$ cat config.mk
export PLATFORM = sky130hd
export DESIGN_NAME = bf_core
export DESIGN_NICKNAME = d
export VERILOG_FILES = /design/src/hw/bf_pkg.sv /design/src/hw/read_capture.sv /design/src/hw/fetch_unit.sv /design/src/hw/sequencer.sv /design/src/hw/data_port.sv /design/src/hw/bf_core.sv
export SDC_FILE = /design/constraint.sdc
export NUM_CORES = 1
export LEC_CHECK = 0
export BUFFER_PORTS_ARGS = -buffer_cell sky130_fd_sc_hd__clkbuf_2
export CORE_MARGIN = 2
export CORE_UTILIZATION = 56
export DETAILED_ROUTE_END_ITERATION = 10
export GPL_ROUTABILITY_DRIVEN = 1
export PLACE_DENSITY_LB_ADDON = 0.2
export SLEW_MARGIN = 20
export SYNTH_ARGS = -nofsm -noshare
export SYNTH_HDL_FRONTEND = slang
export SYNTH_SLANG_ARGS = --single-unit
$ cat constraint.sdc
create_clock -name CLK -period 3.97 [get_ports CLK]
set_input_delay 0.5955 -clock CLK [delete_from_list [all_inputs] [get_ports CLK]]
set_output_delay 0.5955 -clock CLK [all_outputs]
set_load 0.005 [all_outputs]
$ cat src/hw/bf_pkg.sv
// Widths and encodings shared by the core and its monitor; begin and end decode as no-op
package bf_pkg;

    // ------------------------------
    // Widths with a meaning
    // ------------------------------
    typedef logic [15:0] pc_t;   // Instruction nibble address
    typedef logic [14:0] ptr_t;  // Data byte address
    typedef logic [7:0]  cell_t; // Data or I/O byte
    typedef logic [3:0]  code_t; // Opcode nibble

    // Tape language opcodes
    typedef enum code_t {
        op_ptr_inc  = 4'h0,
        op_ptr_dec  = 4'h1,
        op_cell_inc = 4'h2,
        op_cell_dec = 4'h3,
        op_out      = 4'h4,
        op_in       = 4'h5,
        op_begin    = 4'h6,
        op_end      = 4'h7,
        op_restart  = 4'h8,
        op_nop      = 4'hf
    } opcode_e;

    // ALU result select
    typedef enum logic [1:0] {
        alu_zero = 2'd0,
        alu_pass = 2'd1,
        alu_inc  = 2'd2,
        alu_dec  = 2'd3
    } alu_func_e;

    // Sequencer states
    typedef enum logic [2:0] {
        init_start = 3'd0,
        init_clear = 3'd1,
        decode     = 3'd2,
        inc_wb     = 3'd3,
        dec_wb     = 3'd4,
        out_wb     = 3'd5,
        in_wb      = 3'd6
    } state_e;

    // ------------------------------
    // Strobes from the sequencer
    // ------------------------------
    typedef struct packed {
        logic fetch;
        logic pc_inc;
        logic pc_clr;
        logic ptr_inc;
        logic ptr_dec;
        logic ptr_clr;
        logic mem_read;
        logic mem_write;
        logic io_read;
        logic io_write;
    } ctrl_t;

endpackage

$ cat src/hw/read_capture.sv
// Read data is taken on the first ready cycle after the request and held until the next read
`timescale 1ns/1ps

module read_capture
    import bf_pkg::*;
(
    input  logic  CLK,
    input  logic  RES,
    input  logic  if_rdy,
    input  logic  dm_rdy,
    input  logic  io_rdy,
    input  cell_t dm_rdata,
    input  cell_t io_rdata,
    input  logic  dm_req,
    input  logic  dm_write,
    input  logic  io_req,
    input  logic  io_write,
    output logic  slot,
    output cell_t mem_byte,
    output cell_t io_byte
);

    logic  mem_dph;
    logic  io_dph;
    cell_t mem_hold;
    cell_t io_hold;

    // Core moves only while every port is ready
    assign slot = if_rdy & dm_rdy & io_rdy;

    // ------------------------------
    // Memory read data phase
    // ------------------------------
    always_ff @(posedge CLK or posedge RES)
    begin
        if (RES)
            mem_dph <= 1'b0;
        else if (dm_req & ~dm_write & dm_rdy)
            mem_dph <= 1'b1;
        else if (dm_rdy)
            mem_dph <= 1'b0;
    end

    always_ff @(posedge CLK)
    begin
        if (mem_dph & dm_rdy)
            mem_hold <= dm_rdata;
    end

    // Pass through in the arrival cycle
    assign mem_byte = (mem_dph & dm_rdy) ? dm_rdata : mem_hold;

    // ------------------------------
    // I/O read data phase
    // ------------------------------
    always_ff @(posedge CLK or posedge RES)
    begin
        if (RES)
            io_dph <= 1'b0;
        else if (io_req & ~io_write & io_rdy)
            io_dph <= 1'b1;
        else if (io_rdy)
            io_dph <= 1'b0;
    end

    always_ff @(posedge CLK)
    begin
        if (io_dph & io_rdy)
            io_hold <= io_rdata;
    end

    assign io_byte = (io_dph & io_rdy) ? io_rdata : io_hold;

endmodule

$ cat src/hw/fetch_unit.sv
// Program memory must return the opcode on the first if_rdy cycle after an accepted request
`timescale 1ns/1ps

module fetch_unit
    import bf_pkg::*;
(
    input  logic  CLK,
    input  logic  RES,
    input  logic  slot,
    input  logic  if_rdy,
    input  ctrl_t ctrl,
    input  code_t if_code,
    output logic  if_req,
    output pc_t   if_addr,
    output code_t opcode
);

    pc_t   pc;
    logic  if_dph;
    code_t code_hold;

    // Request only in a slot cycle
    assign if_req  = ctrl.fetch & slot;
    assign if_addr = pc;

    // ------------------------------
    // Program counter
    // ------------------------------
    always_ff @(posedge CLK or posedge RES)
    begin
        if (RES)
            pc <= '0;
        else if (slot)
        begin
            // Clear wins over increment
            if (ctrl.pc_clr)
                pc <= '0;
            else if (ctrl.pc_inc)
                pc <= pc + pc_t'(1);
        end
    end

    // Data phase pending after an accepted fetch
    always_ff @(posedge CLK or posedge RES)
    begin
        if (RES)
            if_dph <= 1'b0;
        else if (if_req & if_rdy)
            if_dph <= 1'b1;
        else if (if_rdy)
            if_dph <= 1'b0;
    end

    // Last opcode seen
    always_ff @(posedge CLK or posedge RES)
    begin
        if (RES)
            code_hold <= op_nop;
        else if (if_dph & if_rdy)
            code_hold <= if_code;
    end

    // Fresh opcode in its data cycle, held one otherwise
    assign opcode = (if_dph & if_rdy) ? if_code : code_hold;

endmodule

$ cat src/hw/sequencer.sv
// One opcode per decode pass with no loop support; begin, end and unknown codes only fetch
`timescale 1ns/1ps

module sequencer
    import bf_pkg::*;
(
    input  logic  CLK,
    input  logic  RES,
    input  logic  slot,
    input  code_t opcode,
    input  logic  clear_done,
    input  cell_t mem_byte,
    input  cell_t io_byte,
    output ctrl_t ctrl,
    output cell_t wdata
);

    state_e    state;
    state_e    state_nxt;
    alu_func_e alu_func;
    cell_t     alu_in;

    // ------------------------------
    // State register
    // ------------------------------
    always_ff @(posedge CLK or posedge RES)
    begin
        if (RES)
            state <= init_start;
        else if (slot)
            state <= state_nxt;
    end

    // ------------------------------
    // Next state and strobes
    // ------------------------------
    always_comb
    begin
        state_nxt = state;
        ctrl      = '0;
        alu_func  = alu_zero;
        case (state)
            init_start:
            begin
                // Rewind both counters
                ctrl.pc_clr  = 1'b1;
                ctrl.ptr_clr = 1'b1;
                state_nxt    = init_clear;
            end
            init_clear:
            begin
                // Zero write at the pointer
                ctrl.mem_write = 1'b1;
                alu_func       = alu_zero;
                if (clear_done)
                begin
                    // Last cell, start fetching from 0
                    ctrl.ptr_clr = 1'b1;
                    ctrl.fetch   = 1'b1;
                    ctrl.pc_inc  = 1'b1;
                    state_nxt    = decode;
                end
                else
                    ctrl.ptr_inc = 1'b1;
            end
            decode:
            begin
                case (opcode)
                    op_ptr_inc, op_ptr_dec:
                    begin
                        ctrl.ptr_inc = (opcode == op_ptr_inc);
                        ctrl.ptr_dec = (opcode == op_ptr_dec);
                        ctrl.fetch   = 1'b1;
                        ctrl.pc_inc  = 1'b1;
                    end
                    op_cell_inc:
                    begin
                        ctrl.mem_read = 1'b1;
                        state_nxt     = inc_wb;
                    end
                    op_cell_dec:
                    begin
                        ctrl.mem_read = 1'b1;
                        state_nxt     = dec_wb;
                    end
                    op_out:
                    begin
                        ctrl.mem_read = 1'b1;
                        state_nxt     = out_wb;
                    end
                    op_in:
                    begin
                        ctrl.io_read = 1'b1;
                        state_nxt    = in_wb;
                    end
                    op_restart:
                        state_nxt = init_start;
                    default:
                    begin
                        // No-op, begin, end and unknown codes
                        ctrl.fetch  = 1'b1;
                        ctrl.pc_inc = 1'b1;
                    end
                endcase
            end
            inc_wb, dec_wb, out_wb, in_wb:
            begin
                // Write back and fetch the next opcode
                ctrl.fetch  = 1'b1;
                ctrl.pc_inc = 1'b1;
                state_nxt   = decode;
                case (state)
                    inc_wb:  alu_func = alu_inc;
                    dec_wb:  alu_func = alu_dec;
                    default: alu_func = alu_pass;
                endcase
                // Output goes to I/O, everything else back to the cell
                ctrl.io_write  = (state == out_wb);
                ctrl.mem_write = (state != out_wb);
            end
            default:
                state_nxt = init_start;
        endcase
    end

    // ------------------------------
    // ALU
    // ------------------------------
    // Input byte only in the input write-back
    assign alu_in = (state == in_wb) ? io_byte : mem_byte;

    always_comb
    begin
        case (alu_func)
            alu_pass: wdata = alu_in;
            alu_inc:  wdata = alu_in + cell_t'(1);
            alu_dec:  wdata = alu_in - cell_t'(1);
            default:  wdata = '0;
        endcase
    end

endmodule

$ cat src/hw/data_port.sv
// Pointer wraps at 15 bits; the clear stops at CLEAR_LAST and cells above it keep old data
`timescale 1ns/1ps

module data_port
    import bf_pkg::*;
#(
    parameter ptr_t CLEAR_LAST = 15'h7fff
)
(
    input  logic  CLK,
    input  logic  RES,
    input  logic  slot,
    input  ctrl_t ctrl,
    input  cell_t wdata,
    output logic  clear_done,
    output logic  dm_req,
    output logic  dm_write,
    output ptr_t  dm_addr,
    output cell_t dm_wdata,
    output logic  io_req,
    output logic  io_write,
    output cell_t io_wdata
);

    ptr_t ptr;

    // ------------------------------
    // Data pointer
    // ------------------------------
    always_ff @(posedge CLK or posedge RES)
    begin
        if (RES)
            ptr <= '0;
        else if (slot)
        begin
            if (ctrl.ptr_clr)
                ptr <= '0;
            else if (ctrl.ptr_inc)
                ptr <= ptr + ptr_t'(1);
            else if (ctrl.ptr_dec)
                ptr <= ptr - ptr_t'(1);
        end
    end

    // Last cell of the memory clear
    assign clear_done = (ptr == CLEAR_LAST);

    // ------------------------------
    // Request drivers
    // ------------------------------
    // Write flags gated too, so they never show without a request
    assign dm_req   = (ctrl.mem_read | ctrl.mem_write) & slot;
    assign dm_write = ctrl.mem_write & slot;
    assign dm_addr  = ptr;
    assign dm_wdata = wdata;

    assign io_req   = (ctrl.io_read | ctrl.io_write) & slot;
    assign io_write = ctrl.io_write & slot;
    // Same ALU byte on both buses
    assign io_wdata = wdata;

endmodule

$ cat src/hw/bf_core.sv
// Nothing advances unless all three ready inputs are high; set CLEAR_LAST low to shorten the clear
`timescale 1ns/1ps

module bf_core
    import bf_pkg::*;
#(
    parameter ptr_t CLEAR_LAST = 15'h7fff
)
(
    input  logic  CLK,
    input  logic  RES,
    // Instruction fetch
    output logic  if_req,
    output pc_t   if_addr,
    input  code_t if_code,
    input  logic  if_rdy,
    // Data memory
    output logic  dm_req,
    output logic  dm_write,
    output ptr_t  dm_addr,
    output cell_t dm_wdata,
    input  cell_t dm_rdata,
    input  logic  dm_rdy,
    // I/O
    output logic  io_req,
    output logic  io_write,
    output cell_t io_wdata,
    input  cell_t io_rdata,
    input  logic  io_rdy
);

    logic  slot;
    ctrl_t ctrl;
    cell_t wdata;
    cell_t mem_byte;
    cell_t io_byte;
    code_t opcode;
    logic  clear_done;

    // ------------------------------
    // Input side
    // ------------------------------
    read_capture read_capture_i (
        .CLK      (CLK),
        .RES      (RES),
        .if_rdy   (if_rdy),
        .dm_rdy   (dm_rdy),
        .io_rdy   (io_rdy),
        .dm_rdata (dm_rdata),
        .io_rdata (io_rdata),
        .dm_req   (dm_req),
        .dm_write (dm_write),
        .io_req   (io_req),
        .io_write (io_write),
        .slot     (slot),
        .mem_byte (mem_byte),
        .io_byte  (io_byte)
    );

    fetch_unit fetch_unit_i (
        .CLK     (CLK),
        .RES     (RES),
        .slot    (slot),
        .if_rdy  (if_rdy),
        .ctrl    (ctrl),
        .if_code (if_code),
        .if_req  (if_req),
        .if_addr (if_addr),
        .opcode  (opcode)
    );

    // ------------------------------
    // Processing
    // ------------------------------
    sequencer sequencer_i (
        .CLK        (CLK),
        .RES        (RES),
        .slot       (slot),
        .opcode     (opcode),
        .clear_done (clear_done),
        .mem_byte   (mem_byte),
        .io_byte    (io_byte),
        .ctrl       (ctrl),
        .wdata      (wdata)
    );

    // Output side
    data_port #(
        .CLEAR_LAST (CLEAR_LAST)
    ) data_port_i (
        .CLK        (CLK),
        .RES        (RES),
        .slot       (slot),
        .ctrl       (ctrl),
        .wdata      (wdata),
        .clear_done (clear_done),
        .dm_req     (dm_req),
        .dm_write   (dm_write),
        .dm_addr    (dm_addr),
        .dm_wdata   (dm_wdata),
        .io_req     (io_req),
        .io_write   (io_write),
        .io_wdata   (io_wdata)
    );

endmodule

==> impl_metrics.csv <==
group,metric,value,unit
run_status,outcome,"complete, no violations",
detailed_routing,firstDrtPassIters,5,
synthesis,ys_types,75,
synthesis,syn_avg_cell_area,9.12,sq um
sta,slew_viol_final,0,
synthesis,ys_async_sr_fraction,71.9,%
place,gp_congestion,0.893,
grt,grt-ovfl-total,0,
synthesis,yosys.area.top_type_share,22.6,%
final_layout,nets,584,
run,maxCapViolations,0,
synthesis,netlist_instances,450,
sta,setup_violations,0,
cts,cts_root_buf,"clkbuf_8",
floorplanning,ioPinCount,77,
power_and_ir_drop,powerDensity,864,mW/mm^2
sta,hold_violations,0,
grt,grt_max_degree,42,
final_layout,nFillCells,600,
sta,skew,0.00802,ns
sta,slew_headroom,55.8,%
synthesis,netlist_area,0.00411,sq mm
grt,grt_pass1_wl,16000,microns
critical_path,r2r_slack,0.23,ns
detailed_routing,highest_layer,"met4",
detailed_routing,wl_met2,4750,microns
power_and_ir_drop,p_leak,2.42,nW
final_layout,synthToLayoutAreaGrowth,17.6,%
cts,cts.sinks,57,
synthesis,yosysTopAreaCell,"dfrtp_1",
detailed_routing,drc_errors,0,
sta,finalCriticalPeriod,3.81,ns
cts,clkTransAtPathRegs,0.07,ns
place,dp_hpwl,7440,microns
floorplanning,core.rowCount,31,
detailed_routing,wl_met1,4610,microns
synthesis,ys_ff_latch,57,
sta,worstMarginPinSlew,0.660,ns
grt,grt_usage,25.7,%
detailed_routing,via_count,3701,
cts,cts_buffers,9,
sta,finalCritPeriodShare,96.0,%
synthesis,synth_edf_count,0,
synthesis,synth_area_leaders,"dfrtp_1 (23%), dfxtp_1 (7.8%), ha_1 (6.4%)",
synthesis,yosysWarnings,0,
min_path,worstHoldPathType,"input pin to asynchronous set/reset pin",
cts,worstSkewPairLatency,0.33,ns
floorplanning,initial_core_util,57.2,%
grt,first_global_vias,3367,
detailed_routing,wl_met3,451,microns
grt,antenna_found_initial,0,
critical_path,cp-start-kind,"flip-flop",
critical_path,path_max_fanout,16,
floorplanning,die_area,0.00803,sq mm
critical_path,arrival,3.22,ns
critical_path,criticalPathCategory,"flip-flop to output port",
place,port_buffers,76,
cts,max-clock-path-buffers,2,
sta,fmax,262,MHz
synthesis,synth-seq-area-share,32.9,%
critical_path,rr_startpoint,"fetch_unit_i.if_dph",
floorplanning,die_w,89.6,microns
place,post_dp_cell_area,0.00461,sq mm
critical_path,timing.rr.end,"data_port_i.dm_addr[14]",
final_layout,n_antenna_cell,0,
cts,cts.htree.levels,3,
floorplanning,die_h,89.6,microns
final_layout,final_area,0.00483,sq mm
detailed_routing,drt-initial-drc-count,198,
detailed_routing,drt_wl_total,9970,microns
floorplanning,core,0.00718,sq mm
place,dp.cells,623,
power_and_ir_drop,peakVddDrop,556,uV
synthesis,ys.flop_type,"dfrtp_1",
detailed_routing,wire_per_inst,15.6,microns
critical_path,cp.required,3.37,ns
synthesis,synth_fp_nets,498,
critical_path,reg2reg_depth,13,
final_layout,fin_cells,640,
final_layout,drive_above_1_share,27.7,%
sta,rsz0062_at_grt,"no",
detailed_routing,ant_nets,0,
sta,tns,0,ns
cts,cts_tree,"done",
critical_path,worstSetupEndpointType,"output port",
detailed_routing,vias_per_cell,5.78,
## repair_timing
action	4_1_cts	5_1_grt
buffers inserted	0	1
resized for setup	0	5
endpoints found under the setup margin	0	3
hold buffers	0	0
## registers in the layout, indices dropped and copies added (netlist names)
register	count
read_capture_i.mem_hold	8
fetch_unit_i.code_hold	4
data_port_i.dm_addr	15
fetch_unit_i.if_addr	16
read_capture_i.io_dph	1
fetch_unit_i.if_dph	1
read_capture_i.mem_dph	1
read_capture_i.io_hold	8
sequencer_i.state	3
## layer usage
metal,vias up,global-route usage (%)
met3,13,4.94
met4,0,7.33
li1,1828,-
met1,1758,35.3
met2,102,41.3
met5,-,0
## Yosys cell counts (4+ instances only)
master     n
a21o_1     7
a21oi_1   31
a22o_1    16
and3_1     7
buf_4     10
clkbuf_1   6
dfrtp_1   37
dfstp_2    4
dfxtp_1   16
ha_1      21
inv_1     38
mux2_2     6
mux2i_1   23
nand2_1   27
nand2b_1   4
nand3_1   17
nand4_1    7
nor2_1    26
nor3_1     6
nor4_1     4
o211ai_1   8
o21ai_0   19
o21bai_1   5
o22ai_1    6
o31ai_1    7
or3_1      4
or4_1      4
xnor2_1   11
xor2_1     7
## cells by family after synthesis
kind of cell | Yosys count | share of synthesized area, %
AOI/OAI and AO/OA | 135 | 24.1
muxes | 30 | 7.59
adders and majority gates | 23 | 7.38
and+or+nand+nor | 125 | 16.9
DFF | 57 | 32.9
buffers and inverters | 62 | 7.22
xor gates and xnor gates | 18 | 3.84
## final cells by class
class                           instances  area, sq um  area share (%)
Clock buffer                           13          149            3.08
Timing Repair Buffer                   97          542            11.2
Sequential cell                        57         1350            28.0
Inverter                               40          150            3.11
Multi-Input combinational cell        331         2470            51.2
Tap cell                               99          124            2.57
Clock inverter                          3         40.0           0.829
## worst max-delay path by stage
stage / from / end / slack [ns] / depth (start not counted)
after global routing: read_capture_i.io_dph / io_wdata[6] / 0.02 / 12
final: sequencer_i.state[1] / io_wdata[6] / 0.16 / 14
after floorplan: if_rdy / data_port_i.dm_addr[14] / 0.36 / 13
after CTS: sequencer_i.state[0] / io_wdata[6] / 0.02 / 13
after global placement: if_rdy / data_port_i.dm_addr[14] / 0.13 / 13
after detailed placement: if_rdy / data_port_i.dm_addr[14] / 0.005 / 14
## power by group
| group | switching [W] | internal [W] | leakage, nW |
|---|---|---|---|
| logic | 0.00145 | 0.00122 | 1.66 |
| registers | 0.000186 | 0.000780 | 0.664 |
| clock network | 0.000229 | 0.000306 | 0.0974 |
## layout by cell type, fill, tap and decap left out, types with 5 or more instances in the layout
cell	netlist	routed
clkbuf_2	0	76
inv_1	38	38
dfrtp_1	37	36
a21oi_1	31	30
nand2_1	27	27
nor2_1	26	26
mux2i_1	23	23
ha_1	21	21
buf_4	10	20
o21ai_0	19	19
nand3_1	17	17
a22o_1	16	16
dfxtp_1	16	16
xnor2_1	11	11
clkbuf_8	0	10
o211ai_1	8	8
nand4_1	7	7
o31ai_1	7	7
xor2_1	7	7
a21o_1	7	7
and3_1	7	6
nor3_1	6	6
o22ai_1	6	6
mux2_2	6	6
o21bai_1	5	5
## worst max-delay path, cell delays in order (launching register included)
cell and delay [ns]:
dfrtp_1 0.39, buf_4 0.20, nand3b_1 0.15, buf_6 0.15, and3_4 0.20, nor2_1 0.05
fa_1 0.42, a21o_1 0.21, a21oi_2 0.17, o21bai_1 0.08, a21oi_1 0.18, xor2_1 0.21
o22ai_1 0.11, a22o_1 0.25, clkbuf_2 0.11
## stage by stage
step / setup WS (ns) / total power (W) / utilization (%) / hold WS, ns
finish: 0.158 / 0.00417 / 67.3 / 0.380
global route: 0.0227 / 0.00457 / 67.3 / 0.438
global placement: 0.134 / 0.00353 / 64.3 / 0.452
floorplan: 0.356 / 0.00295 / - / 0.437
detailed placement: 0.00490 / 0.00360 / 64.3 / 0.467
CTS: 0.0209 / 0.00415 / 66.9 / 0.398
Note: power is estimated with default switching activity, not from simulation.
